==> config.mk <==
export PLATFORM = sky130hd
export DESIGN_NAME = wbs_board_regs
export DESIGN_NICKNAME = d
export VERILOG_FILES = /design/src/design/wbs_pkg.sv /design/src/design/wbs_board_regs.sv
export VERILOG_INCLUDE_DIRS = /design/src /design/src/include
export SDC_FILE = /design/constraint.sdc
export NUM_CORES = 1
export LEC_CHECK = 0
export BUFFER_PORTS_ARGS = -buffer_cell sky130_fd_sc_hd__buf_2
export CAP_MARGIN = 20
export CORE_UTILIZATION = 46
export CTS_CLUSTER_SIZE = 20
export DETAILED_ROUTE_END_ITERATION = 16
export GPL_ROUTABILITY_DRIVEN = 1
export PLACE_DENSITY_LB_ADDON = 0.2
export SYNTH_ARGS = -nofsm -noshare
export SYNTH_HDL_FRONTEND = slang
export SYNTH_SLANG_ARGS = --single-unit
==> constraint.sdc <==
create_clock -name wb_clk -period 1.05 [get_ports wb_clk]
set_clock_uncertainty 0.05 [all_clocks]
set_input_delay 0.0525 -clock wb_clk [delete_from_list [all_inputs] [get_ports wb_clk]]
set_output_delay 0.0525 -clock wb_clk [all_outputs]
set_load 0.01 [all_outputs]
==> src/include/wbs_macros.svh <==
// address map, RAM size and millisecond divider macros for the board bus slaves
`ifndef WBS_MACROS_SVH
`define WBS_MACROS_SVH

// RAM slave geometry
// word address width, 8K words of 16 bits
`define WBS_RAM_AW        13

// RAM sits in the low 16K bytes
// bits 15:14 of the byte address must match this value
`define WBS_RAM_TOP_BITS  2'b00

// board register window
`define WBS_REG_BASE      16'o177700   // octal base as seen by the CPU
`define WBS_REG_SPAN_AW   4            // 16 byte window, low 4 address bits free

// display scan prescaler
// wb_clk cycles per millisecond tick at 50 MHz
`define WBS_MS_DIV        50000

// width of the button port on the board
`define WBS_BTN_W         4

// seven segment digit count on the board
`define WBS_DIGITS        6

// last digit index, the scan wraps here from digit 0
`define WBS_DIGIT_LAST    3'd5

`endif

==> src/design/wbs_pkg.sv <==
// bus vector typedefs and RAM acknowledge state enum
package wbs_pkg;

   // byte address from the master, 17 bits
   typedef logic [16:0] wb_adr_t;

   // bus data word
   typedef logic [15:0] wb_dat_t;

   // byte lane select, bit 0 is the low byte
   typedef logic [1:0] wb_sel_t;

   // scanned display digit index 0..5
   typedef logic [2:0] digit_t;

   // seven segment pattern, active low, bit 7 is the dot
   typedef logic [7:0] seg_t;

   // RAM read acknowledge sequencer
   // IDLE no read pending
   // WAIT registered read port is fetching
   // DONE read data valid, ack high
   typedef enum logic [1:0] {
      IDLE = 2'd0,
      WAIT = 2'd1,
      DONE = 2'd2
   } ram_ack_state_t;

endpackage

==> src/design/wbs_board_regs.sv <==
// display word registers, button readback and timer enable latch
`timescale 1ns/1ps
`include "wbs_macros.svh"

module wbs_board_regs
   import wbs_pkg::*;
(
   input  logic                  wb_clk,
   input  logic                  rst_i,
   input  logic                  stb_i,       // decoded register strobe
   input  logic                  we_i,
   input  wb_adr_t               adr_i,
   input  wb_dat_t               dat_i,
   input  logic [`WBS_BTN_W-1:0] button_i,    // push buttons, active low
   output wb_dat_t               dat_o,
   output logic                  ack_o,
   output wb_dat_t               disp0_o,     // digits 0 and 1
   output wb_dat_t               disp1_o,     // digits 2 and 3
   output logic                  timer_en_o
);

   logic    wr_en;
   wb_dat_t disp0_q;
   wb_dat_t disp1_q;
   logic    tena_q;

   assign wr_en = stb_i & we_i;

   // adr bit 1 picks the word, whole word written
   always_ff @(posedge wb_clk)
   begin
      if (rst_i)
      begin
         disp0_q <= '0;
         disp1_q <= '0;
      end
      else if (wr_en)
      begin
         if (adr_i[1])
            disp1_q <= dat_i;
         else
            disp0_q <= dat_i;
      end
   end

   // button 0 sets, button 1 clears, clear has priority
   always_ff @(posedge wb_clk)
   begin
      if (rst_i)
         tena_q <= 1'b0;
      else if (!button_i[1])
         tena_q <= 1'b0;
      else if (!button_i[0])
         tena_q <= 1'b1;
   end

   // raw button levels, upper bits zero
   assign dat_o      = {{($bits(wb_dat_t)-`WBS_BTN_W){1'b0}}, button_i};
   assign ack_o      = stb_i;                 // zero wait state
   assign disp0_o    = disp0_q;
   assign disp1_o    = disp1_q;
   assign timer_en_o = tena_q;

endmodule

Yosys cells after proc, flatten, opt, wreduce, memory -nomap -nowiden
Cells that the tools add are included.
{ "classes": {"n_mul": 0, "n_addsub": 0, "shifts": 0, "magnitude_cmp": 0, "n_eq_ne": 0, "n_div": 0, "bitwise_logic": 3, "n_mux": 0, "reduce_logical": 3} }
{ "op_table": {"columns": ["cell", "n"], "rows": [
  ["2-bit AND reduction", 2],
  ["1-bit NOT", 2],
  ["2-bit OR reduction", 1],
  ["1-bit bitwise AND", 1]
]} }
{ "totals": {"romBits": 0, "word_cells": 9, "ramBits": 0, "input_bits": 41, "output_inout_bits": 50, "regBits": 33, "memories": 0, "latchBits": 0} }

Depth between registers and ports, before layout
Gate-level depths: netlist of run 1.
{ "depth": {"word_depth": 2, "ltp_mapped": 4, "depth_no_buf": 2} }

Worst setup path before layout of run 1
No wires, ideal clock.
{ "synth_path": {"kind": "input -> register", "start": "input adr_i[1]", "end": "register disp0_q[0], in the netlist disp0_o[0]", "required_time_ps": 928, "path_buffers": 1, "setup_time_ps": 72, "setup_slack_ps": 357, "cell_stages": 3, "arrival_time_ps": 571, "cell_sequence": "and3b_1 > buf_6 > mux2i_1"} }
{ "synth_via": {"elab_chain_cells": 2} }
{ "synth_lines": {"columns": ["element", "line", "source"], "rows": [
  ["start, declared", "wbs_board_regs.sv:12", "input wb_adr_t adr_i,"],
  ["1-bit NOT (no source line)", null, null],
  ["2-bit AND reduction (no source line)", null, null],
  ["end signal, assigned", "wbs_board_regs.sv:42", "disp0_q <= dat_i;"],
  ["end, declared", "wbs_board_regs.sv:23", "wb_dat_t disp0_q;"]
]} }
No other way between the ends.
A chain may end at the register's enable or synchronous reset.

Worst setup path after layout of run 1
{ "layout_path": {"start": "input button_i[1]", "end": "output dat_o[1]"} }
{ "layout_lines": {"columns": ["element", "line", "source"], "rows": [
  ["start, declared", "wbs_board_regs.sv:14", "input logic [`WBS_BTN_W-1:0] button_i,"],
  ["end, declared", "wbs_board_regs.sv:15", "output wb_dat_t dat_o,"]
]} }
No word-level cell between the ends.

==> metrics.md, run 1 <==
| Metric | Value |
|---|---|
| Status | finished, final reports clean |
| Pwr dens | 1310 nW/um^2 |
| Final setup violation count | 0 |
| Routed length per placed instance | 10.9 um |
| Metal-1 WL | 1160 um |
| P_leak | 1.01 nW |
| Post-synthesis cell count | 145 |
| # DRC | 0 |
| Die Width | 59.4 um |
| Power Total | 2.63 mW |
| HPWL after detailed placement | 2040 um |
| Maxcap violations | 0 |
| Met2 routed WL | 1500 um |
| # IOs | 91 |
| Tightest Pin Transition | 0.562 ns |
| Largest net degree at the start of global routing | 50 |
| Top Metal Used | met4 |
| FF+latch area | 661 um^2 |
| Syn. warnings | 0 |
| Worst VDD drop | 0.936 mV |
| Worst rel slew slack | 62.5% |
| Multi-input logic area | 711 um^2 |
| Routed wire length | 2850 um |
| Via density | 4.48 |
| Die area | 3530 um^2 |
| Fin crit share | 90.5% |
| Initial cell density of the core | 48.9% |
| Worst EP arrival | 0.85 ns |
| Setup Buffers After CTS | 0 |
| Initial DRT Pass Iterations | 4 |
| Max frequency | 1050 MHz |
| Tot GR Track Use | 18.1% |
| Met3 wire len | 139 um |
| Commonest non-fill, non-tap cell in the layout | buf_2 |
| Final-report hold violation count | 0 |
| Final Net Count | 257 |
| Fraction of final layout cells sized beyond drive strength 1 | 31.3% |
| Die height | 59.4 um |
| Setup crit start kind | input pin |
| Fill cells | 263 |
| Row count | 20 |
| Syn-to-layout area delta | 32.4% |
| HP Class | input pin to output port |
| DRT iter0 DRCs | 48 |
| DRT antenna net count | 0 |
| Port Buffers | 58 |
| Global-route wire length before repair | 4710 um |
| Setup crit end kind | output port |
| Syn avg cell area | 10.5 um^2 |
| Vias in the first global route | 1101 |
| Latest clock arrival within the worst-skew pair | 0.31 ns |
| Diodes inserted | 0 |
| Clock tree sinks | 33 |
| Sequential cell area fraction in the yosys report | 43.5% |
| Antenna violations before repair | 0 |
| H-tree depth | 2 |
| CTS max path bufs | 2 |
| Synthesized cell area | 1520 um^2 |
| CP max FO | 2 |
| Crit Path Category | input pin to output port |
| Total congestion overflow | 0 |
| Synthesized flop and latch total | 33 |
| Via count | 1169 |
| Tmin final | 0.950 ns |
| Post-layout util | 64.8% |
| Post-route setup TNS | 0 ns |
| Clk root buf | clkbuf_4 |
| Placer Congestion | 0.690 |
| Core footprint | 3100 um^2 |
| Commonest non-fill, non-tap cells in the layout | buf_2, nand2b_1, dfxtp_1, mux2i_1, dlygate4sd3_1 |
| Cell variety after synth | 13 |
| RSZ-0062 raised after global routing | false |
| Max-slew violation count | 0 |
| TritonCTS Buffers | 5 |
| Worst path required time | 0.95 ns |
| CTS tree | built |
-- repair_timing --
action,CTS,global route
resized for setup,0,0
endpoints found under the hold margin,33,0
hold buffers,18,0
-- worst paths after layout --
path,from,endpoint,slack [ns],cells after the start
max,button_i[1],dat_o[1],0.1,3
min,button_i[2],dat_o[2],0.06,0
max reg2reg,timer_en_o,timer_en_o,0.38,2
min reg2reg,disp0_o[0],disp0_o[0],0.43,2
-- registers in the layout, summed over array words and instances (netlist names) --
| register | flops |
|---|---|
| disp0_o | 16 |
| disp1_o | 16 |
| timer_en_o | 1 |
-- power breakdown --
group	switching [mW]	internal, mW	total [mW]
sequential	0.0214	1.30	1.32
clock	0.390	0.569	0.959
combinational	0.161	0.189	0.350
-- synthesized netlist by cell type --
master	count	share of area [%]
nand2b_1	48	20
nand3b_2	1	0.74
buf_6	3	2.2
buf_4	19	9.4
and3b_1	1	0.58
clkbuf_1	3	0.74
nor3b_1	1	0.49
nand3_1	1	0.33
nor2b_1	1	0.41
mux2i_1	32	21
conb_1	1	0.25
dfxtp_1	33	44
and3_1	1	0.41
-- kinds of logic after synthesis --
logic type / synth area share, %
buffers and inverters: 12.4
DFF: 43.5
muxes: 21.1
other: 0.247
and+or+nand+nor: 22.8
-- through the flow --
| stage | std cells | hold slack, ns | setup slack (ns) | cell area, um^2 |
|---|---|---|---|---|
| after global routing | 261 | 0.0550 | 0.0765 | 2010 |
| after CTS | 261 | 0.0551 | 0.112 | 2010 |
| final | 261 | 0.0550 | 0.0999 | 2010 |
| after floorplan | 156 | 0.147 | 0.357 | 1560 |
| after global placement | 235 | 0.0551 | 0.0948 | 1740 |
| after detailed placement | 235 | 0.0551 | 0.0415 | 1740 |
-- worst max-delay path, stage by stage --
cell           delay [ns]
dlygate4sd3_1        0.54
buf_2                0.13
buf_2                0.13
-- area by class of cell --
class,instances,area share [%]
multi-input combinational,98,35.4
timing repair buffer,78,24.8
sequential,33,32.9
clock buffer,7,2.74
clock inverter,1,1.49
tap,44,2.74
-- routing by layer --
layer | vias up | track usage, %
met5 | - | 0
met4 | 0 | 7.48
met3 | 6 | 4.80
met2 | 40 | 32.4
met1 | 537 | 20.0
li1 | 586 | -
(Power assumes the default switching activity.)
==> run 2, diff against run 1 <==
--- a/config.mk
+++ b/config.mk
@@ -13,6 +13,8 @@
 export DETAILED_ROUTE_END_ITERATION = 16
 export GPL_ROUTABILITY_DRIVEN = 1
 export PLACE_DENSITY_LB_ADDON = 0.2
+export REMOVE_ABC_BUFFERS = 1
+export SLEW_MARGIN = 20
 export SYNTH_ARGS = -nofsm -noshare
 export SYNTH_HDL_FRONTEND = slang
 export SYNTH_SLANG_ARGS = --single-unit
==> constraint.sdc (replaced) <==
create_clock -name wb_clk -period 1.1 [get_ports wb_clk]
set_clock_uncertainty 0.05 [all_clocks]
set_input_delay 0.055 -clock wb_clk [delete_from_list [all_inputs] [get_ports wb_clk]]
set_output_delay 0.055 -clock wb_clk [all_outputs]
set_load 0.01 [all_outputs]
==> run 2 against run 1 <==
Compared with the run above: utilization decreased by 0.081 points; global-route usage increased by 1.2 points; critical path depth unchanged; sequential power decreased by 5%; flip-flop and latch count unchanged; final cell count unchanged; first-iteration DRC count increased by 13%; die area unchanged; combinational power decreased by 3%; register-to-register slack about the same; wire length increased by 4.8%; critical endpoint is now dat_o[0]; largest cell class unchanged; largest power group unchanged; highest routed layer unchanged.
==> metrics.md, run 2 (synthesis results as in run 1) <==
| Metric | Value |
|---|---|
| Design area | 2010 um^2 (-0.12%) |
| Fill cells | 270 (+2.7%) |
| Internal | 1.79 mW (-13%) |
| Total congestion overflow | 0 (unchanged) |
| H-tree depth | 2 (unchanged) |
| Latest clock arrival within the worst-skew pair | 0.32 ns (about the same) |
| Worst path required time | 1.00 ns (+0.05 ns) |
| Setup crit start kind | input pin |
| HPWL after detailed placement | 1940 um (-4.6%) |
| Worst path cell trace | dlygate4sd3_1 -> buf_2 -> buf_2 |
| Status | finished, final reports clean |
| CTS max path bufs | 2 (unchanged) |
| Buffers plus inverters on the worst setup path | 3 (unchanged) |
| Worst EP arrival | 0.85 ns (about the same) |
| Final-report hold violation count | 0 (unchanged) |
| Sw frac | 24.2% (+2.4 points) |
| Tmin final | 0.954 ns |
| Syn-to-layout area delta | 32.2% |
| Commonest non-fill, non-tap cells in the layout | buf_2, nand2b_1, dfxtp_1, mux2i_1, dlygate4sd3_1 |
| Fraction of final layout cells sized beyond drive strength 1 | 31.8% (+0.46 points) |
| RSZ-0062 raised after global routing | false |
| P_leak | 1.01 nW (+0.18%) |
| Clock tree sinks | 33 (unchanged) |
| Pwr dens | 1180 nW/um^2 (-10%) |
| Maxcap violations | 0 (unchanged) |
| Placed Area | 1760 um^2 (+0.72%) |
| GR Util met1 | 19.4% (-0.57 points) |
| Multi-input logic area | 711 um^2 (unchanged) |
| Seq pwr share | 53.2% (+3.0 points) |
| DRT antenna net count | 0 (unchanged) |
| CP max stage delay | 0.54 ns (about the same) |
| # DRC | 0 (unchanged) |
| Max frequency | 1050 MHz |
| Initial DRT Pass Iterations | 4 (unchanged) |
| Vias in the first global route | 1129 (+2.5%) |
| CTS tree | built |
| Port Buffers | 58 (unchanged) |
| CP max stage cell | dlygate4sd3_1 |
| Tightest Pin Transition | 0.579 ns (+0.0167 ns) |
| Row count | 20 (unchanged) |
| Worst Slack Setup Final | 0.146 ns (+0.0462 ns) |
| Setup crit end kind | output port |
| HP Class | input pin to output port |
| Fin crit share | 86.7% |
| Clock share of power | 32.4% (-4.1 points) |
| Placer Congestion | 0.719 (+4.3%) |
| Die height | 59.4 um (unchanged) |
| Resize count post-CTS | 0 (unchanged) |
| FF+latch area | 661 um^2 (unchanged) |
| DRT iter0 DRCs | 54 (+13%) |
| Worst rel slew slack | 61.4% (-1.1 points) |
| Commonest non-fill, non-tap cell in the layout | buf_2 |
| Setup Buffers After CTS | 0 (unchanged) |
| Antenna violations before repair | 0 (unchanged) |
| Post-layout util | 64.7% (-0.081 points) |
| Routed length per placed instance | 11.4 um (+4.8%) |
| Die Width | 59.4 um (unchanged) |
| Die area | 3530 um^2 (unchanged) |
| Largest net degree at the start of global routing | 50 (unchanged) |
| Core footprint | 3100 um^2 (unchanged) |
| Tot GR Track Use | 19.3% (+1.2 points) |
| Final Net Count | 257 (unchanged) |
| Via density | 4.46 (-0.43%) |
| GR Util met2 | 35.8% (+3.4 points) |
| Crit Path Category | input pin to output port |
| CP most frequent cell | buf_2 |
| Worst VDD drop | 0.745 mV (-20%) |
| Pre-CTS WS | 0.0878 ns (+0.0462 ns) |
| Post-route setup TNS | 0 ns (unchanged) |
| TritonCTS Buffers | 5 (unchanged) |
| Final setup violation count | 0 (unchanged) |
| GR Util met3 | 5.24% (+0.44 points) |
| Grt peak-use layer | met2 |
| Routed wire length | 2980 um (+4.8%) |
| Global-route wire length before repair | 4910 um (+4.1%) |
| Combinational share of power | 14.4% (+1.1 points) |
| Clk root buf | clkbuf_4 |
| CP max FO | 2 (unchanged) |
| Power Total | 2.36 mW (-10%) |
| Initial cell density of the core | 48.9% (unchanged) |
| Max-slew violation count | 0 (unchanged) |
| Diodes inserted | 0 (unchanged) |
| CP delay by family, top | buffers and inverters |
| Via count | 1164 (-0.43%) |
| NetSw | 0.571 mW (-0.32%) |
| # IOs | 91 (unchanged) |
==> run 2: stage by stage <==
step	std cells	hold slack [ns]
finish	261	0.0601
global route	261	0.0601
CTS	261	0.0601
detailed placement	235	0.0601
global placement	235	0.0601
floorplan	131	0.0600
==> run 2: routing by layer <==
layer | wire, um | part of all wire (%)
met1 | 1230 | 41
met2 | 1490 | 50
met3 | 210 | 7.0
met4 | 48 | 1.6
met5 | 0 | 0
==> run 2: path summary, 6_finish.rpt <==
check | from | end | slack (ns) | cells after the start
worst max register to register | disp1_o[11] | disp1_o[11] | 0.39 | 2
worst min-delay path | button_i[3] | dat_o[3] | 0.06 | 0
worst min register to register | disp0_o[13] | disp0_o[13] | 0.43 | 2
worst max-delay path | button_i[0] | dat_o[0] | 0.15 | 3
==> run 2: layout make-up <==
type                       instances  share of cell area (%)
multi-input combinational         98                    35.4
clock buffer                       7                    3.24
sequential                        33                    32.9
tap                               44                    2.74
timing repair buffer              78                    25.4
clock inverter                     1                   0.249
==> run 2: power by group through the flow <==
| stage | Sequential, mW | Clock [mW] | Combinational (mW) |
|---|---|---|---|
| 2_1_floorplan | 1.31 | 0 | 0.131 |
| 3_3_place_gp | 1.28 | 0 | 0.282 |
| 3_5_place_dp | 1.28 | 0 | 0.291 |
| 4_1_cts | 1.26 | 0.792 | 0.341 |
| 5_1_grt | 1.26 | 0.843 | 0.376 |
| 6_report | 1.26 | 0.765 | 0.340 |
==> run 2: repair_timing <==
item / CTS / global route
endpoints found under the setup margin: 0 / 0
endpoints found under the hold margin: 33 / 0
hold buffers: 18 / 0
==> run 3, diff against run 2 <==
--- a/config.mk
+++ b/config.mk
@@ -6,12 +6,13 @@
 export SDC_FILE = /design/constraint.sdc
 export NUM_CORES = 1
 export LEC_CHECK = 0
+export ABC_AREA = 1
 export BUFFER_PORTS_ARGS = -buffer_cell sky130_fd_sc_hd__buf_2
 export CAP_MARGIN = 20
-export CORE_UTILIZATION = 46
+export CORE_MARGIN = 4
+export CORE_UTILIZATION = 45
 export CTS_CLUSTER_SIZE = 20
 export DETAILED_ROUTE_END_ITERATION = 16
-export GPL_ROUTABILITY_DRIVEN = 1
 export PLACE_DENSITY_LB_ADDON = 0.2
 export REMOVE_ABC_BUFFERS = 1
 export SLEW_MARGIN = 20
==> run 3 against run 2 <==
Compared with the run above: synthesized cell count up 57%; wire length rose by 3.3%; global-route usage fell by 3.8 points; final cell count grew 32%; clock power fell by 18%; sequential share of layout area increased by 0.69 points; power decreased by 2.2%; hold slack barely moved; area after synthesis down 3.3%; critical path type unchanged; largest power group unchanged; highest routed layer unchanged.
==> metrics.md, run 3 <==
| Metric | Value |
|---|---|
| Status | finished, final reports clean |
| CP max FO | 3 (+1) |
| CP max stage delay | 0.53 ns (about the same) |
| Critical hold path startpoint | button_i[3] |
| Post-route setup TNS | 0 ns (unchanged) |
| Worst-case reg-to-reg path depth | 4 (+2) |
| Final Net Count | 340 (+32%) |
| Core footprint | 3080 um^2 (-0.81%) |
| Resize count post-CTS | 0 (unchanged) |
| Crit Path Category | input pin to output port |
| Number of flops mapped to enable cells by yosys | 0 (unchanged) |
| Cell taking the most area after synthesis | dfxtp_1 |
| Compound-Gate Fraction of Synth Area | 0.341% (+0.34 points) |
| Fraction of final layout cells sized beyond drive strength 1 | 22.3% (-9.5 points) |
| R2R Setup Slk | 0.41 ns (+0.02 ns) |
| Largest net degree at the start of global routing | 33 (-34%) |
| Most frequent cell after synthesis | nand2_1 |
| Final-report hold violation count | 0 (unchanged) |
| Max frequency | 1050 MHz (+0.34%) |
| Initial cell density of the core | 47.7% (-1.2 points) |
| Pre-CTS WS | 0.275 ns (+0.187 ns) |
| Row count | 20 (unchanged) |
| P_leak | 1.19 nW (+17%) |
| Tot GR Track Use | 15.5% (-3.8 points) |
| Worst path cell trace | dlygate4sd3_1 -> buf_2 -> buf_2 |
| CTS max path bufs | 2 (unchanged) |
| Syn. warnings | 0 (unchanged) |
| Clk root buf | clkbuf_4 |
| Die Width | 65.1 um (+9.5%) |
| Latest clock arrival within the worst-skew pair | 0.33 ns (about the same) |
| CTS tree | built |
| Setup crit end kind | output port |
| Synthesized flop and latch total | 33 (unchanged) |
| Cell variety after synth | 9 (-4) |
| Power Total | 2.31 mW (-2.2%) |
| Share of the synthesized area in the top cell type | 45.0% (+1.5 points) |
| Worst path required time | 1.00 ns (about the same) |
| Final setup violation count | 0 (unchanged) |
| Total congestion overflow | 0 (unchanged) |
| Maxcap violations | 0 (unchanged) |
| # DRC | 0 (unchanged) |
| Initial DRT Pass Iterations | 4 (unchanged) |
| Fill cells | 308 (+14%) |
| Async set-or-reset flop fraction in the synthesized netlist | 0% (unchanged) |
| Routed length per placed instance | 8.95 um (-22%) |
| Vias in the first global route | 1230 (+8.9%) |
| Fin crit share | 86.4% (-0.30 points) |
| Reg-to-Reg End | disp1_o[10] |
| Die area | 4240 um^2 (+20%) |
| TritonCTS Buffers | 5 (unchanged) |
| Antenna violations before repair | 0 (unchanged) |
| Max-slew violation count | 0 (unchanged) |
| Synthesized cell area | 1470 um^2 (-3.3%) |
| Worst EP arrival | 0.85 ns (about the same) |
| DRT iter0 DRCs | 45 (-17%) |
| Commonest non-fill, non-tap cells in the layout | nand2_1, nor2_1, buf_2, inv_1, dfxtp_1 |
| Post-Synth Adder-Cell Area | 0% (unchanged) |
| Via density | 3.97 (-11%) |
| Diodes inserted | 0 (unchanged) |
| Largest family of logic cells by synthesized area | simple AND/OR/NAND/NOR gates |
| Min-Delay Endpoint | dat_o[3] |
| Reg-to-Reg Start | disp1_o[10] |
| Sequential cell area fraction in the yosys report | 45.0% (+1.5 points) |
| Routed wire length | 3080 um (+3.3%) |
| Post-synthesis cell count | 227 (+57%) |
| Worst VDD drop | 0.750 mV (+0.65%) |
| Pwr dens | 1180 nW/um^2 (about the same) |
| CP max stage cell | dlygate4sd3_1 |
| Syn avg cell area | 6.47 um^2 (-38%) |
| Synth Area in XOR/XNOR | 0% (unchanged) |
| Via count | 1367 (+17%) |
| Top FF cell, synth | dfxtp_1 |
| Placer Congestion | 0.705 (-1.9%) |
| CP most frequent cell | buf_2 |
| Die height | 65.1 um (+9.5%) |
| Clock tree sinks | 33 (unchanged) |
| Setup crit start kind | input pin |
| Worst Slack Setup Final | 0.149 ns (+0.00327 ns) |
| H-tree depth | 2 (unchanged) |
| Hold Crit Depth | 0 (unchanged) |
| # IOs | 91 (unchanged) |
| Global-route wire length before repair | 5000 um (+2.0%) |
| Commonest non-fill, non-tap cell in the layout | nand2_1 |
| RSZ-0062 raised after global routing | false |
| HPWL after detailed placement | 2030 um (+4.3%) |
| Synth cell count leaders | nand2_1, nor2_1, inv_1 |
| Tmin final | 0.951 ns (-0.00327 ns) |
| Simple-gate share of the synthesized area | 33.9% (+11 points) |
| HP Class | input pin to output port |
| Ranking of synthesized cells by area | dfxtp_1, nand2_1, nor2_1 |
| Syn-to-layout area delta | 33.9% |
| DRT antenna net count | 0 (unchanged) |
| Port Buffers | 58 (unchanged) |
| Mux cell area share after synthesis | 0% (-21 points) |
run 3: cell count changes after synthesis, sizes merged, moves of 4 or more:
cell	change
inv	+34
mux2i	-32
nand2	+66
nand2b	-48
buf	+4
nor2	+64
run 3: what timing repair did:
action	CTS	global route
setup buffers	0	0
hold buffers	18	0
endpoints found under the hold margin	33	0
run 3: final cells by class:
type	instances	area [um^2]	area share (%)
sequential	33	661	33.6
timing repair buffer	80	526	26.7
inverter	34	128	6.49
multi-input combinational	145	548	27.9
tap	44	55.1	2.80
clock buffer	8	48.8	2.48
run 3: logic make-up (layout without fill, tap and decap cells):
| group | Yosys count | in the layout |
|---|---|---|
| flops | 33 | 33 |
| simple gates | 132 | 132 |
| compound gates | 1 | 1 |
| other cells | 1 | 12 |
| buf+inv | 60 | 122 |
run 3: routing by layer:
layer  part of all wire, %  wire (um)  global-route usage (%)
met5                     0          0                       0
met4                   2.3         71                    9.07
met3                   7.3        224                    4.79
met2                    49       1520                    28.5
met1                    41       1260                    15.2
run 3: critical path: cells and delay by family:
| family | cells | cell delay, ns |
|---|---|---|
| buffers and inverters | 3 | 0.79 |
run 3: worst max-delay path by stage:
stage | slack [ns] | end | depth (start not counted) | from
5_1_grt | 0.11 | dat_o[0] | 3 | button_i[0]
3_3_place_gp | 0.29 | disp1_o[2] | 6 | stb_i
4_1_cts | 0.15 | disp1_o[10] | 1 | disp1_o[10]
2_1_floorplan | 0.009 | disp0_o[0] | 4 | adr_i[1]
6_report | 0.15 | dat_o[0] | 3 | button_i[0]
3_5_place_dp | 0.27 | disp0_o[3] | 7 | adr_i[1]
run 3: metrics by stage:
step           area [um^2]  utilization [%]  cells  hold slack [ns]
5_1_grt               1970             63.9    344           0.0601
2_1_floorplan         1340                -    212           0.0600
3_5_place_dp          1740             56.4    318           0.0601
6_report              1970             63.9    344           0.0601
4_1_cts               1970             63.9    344           0.0601
3_3_place_gp          1740             56.4    318           0.0601
run 3: power breakdown:
group          switching (mW)  leakage (nW)  internal, mW
Clock                   0.371        0.0265         0.254
Sequential             0.0268         0.270          1.26
Combinational           0.219         0.894         0.183
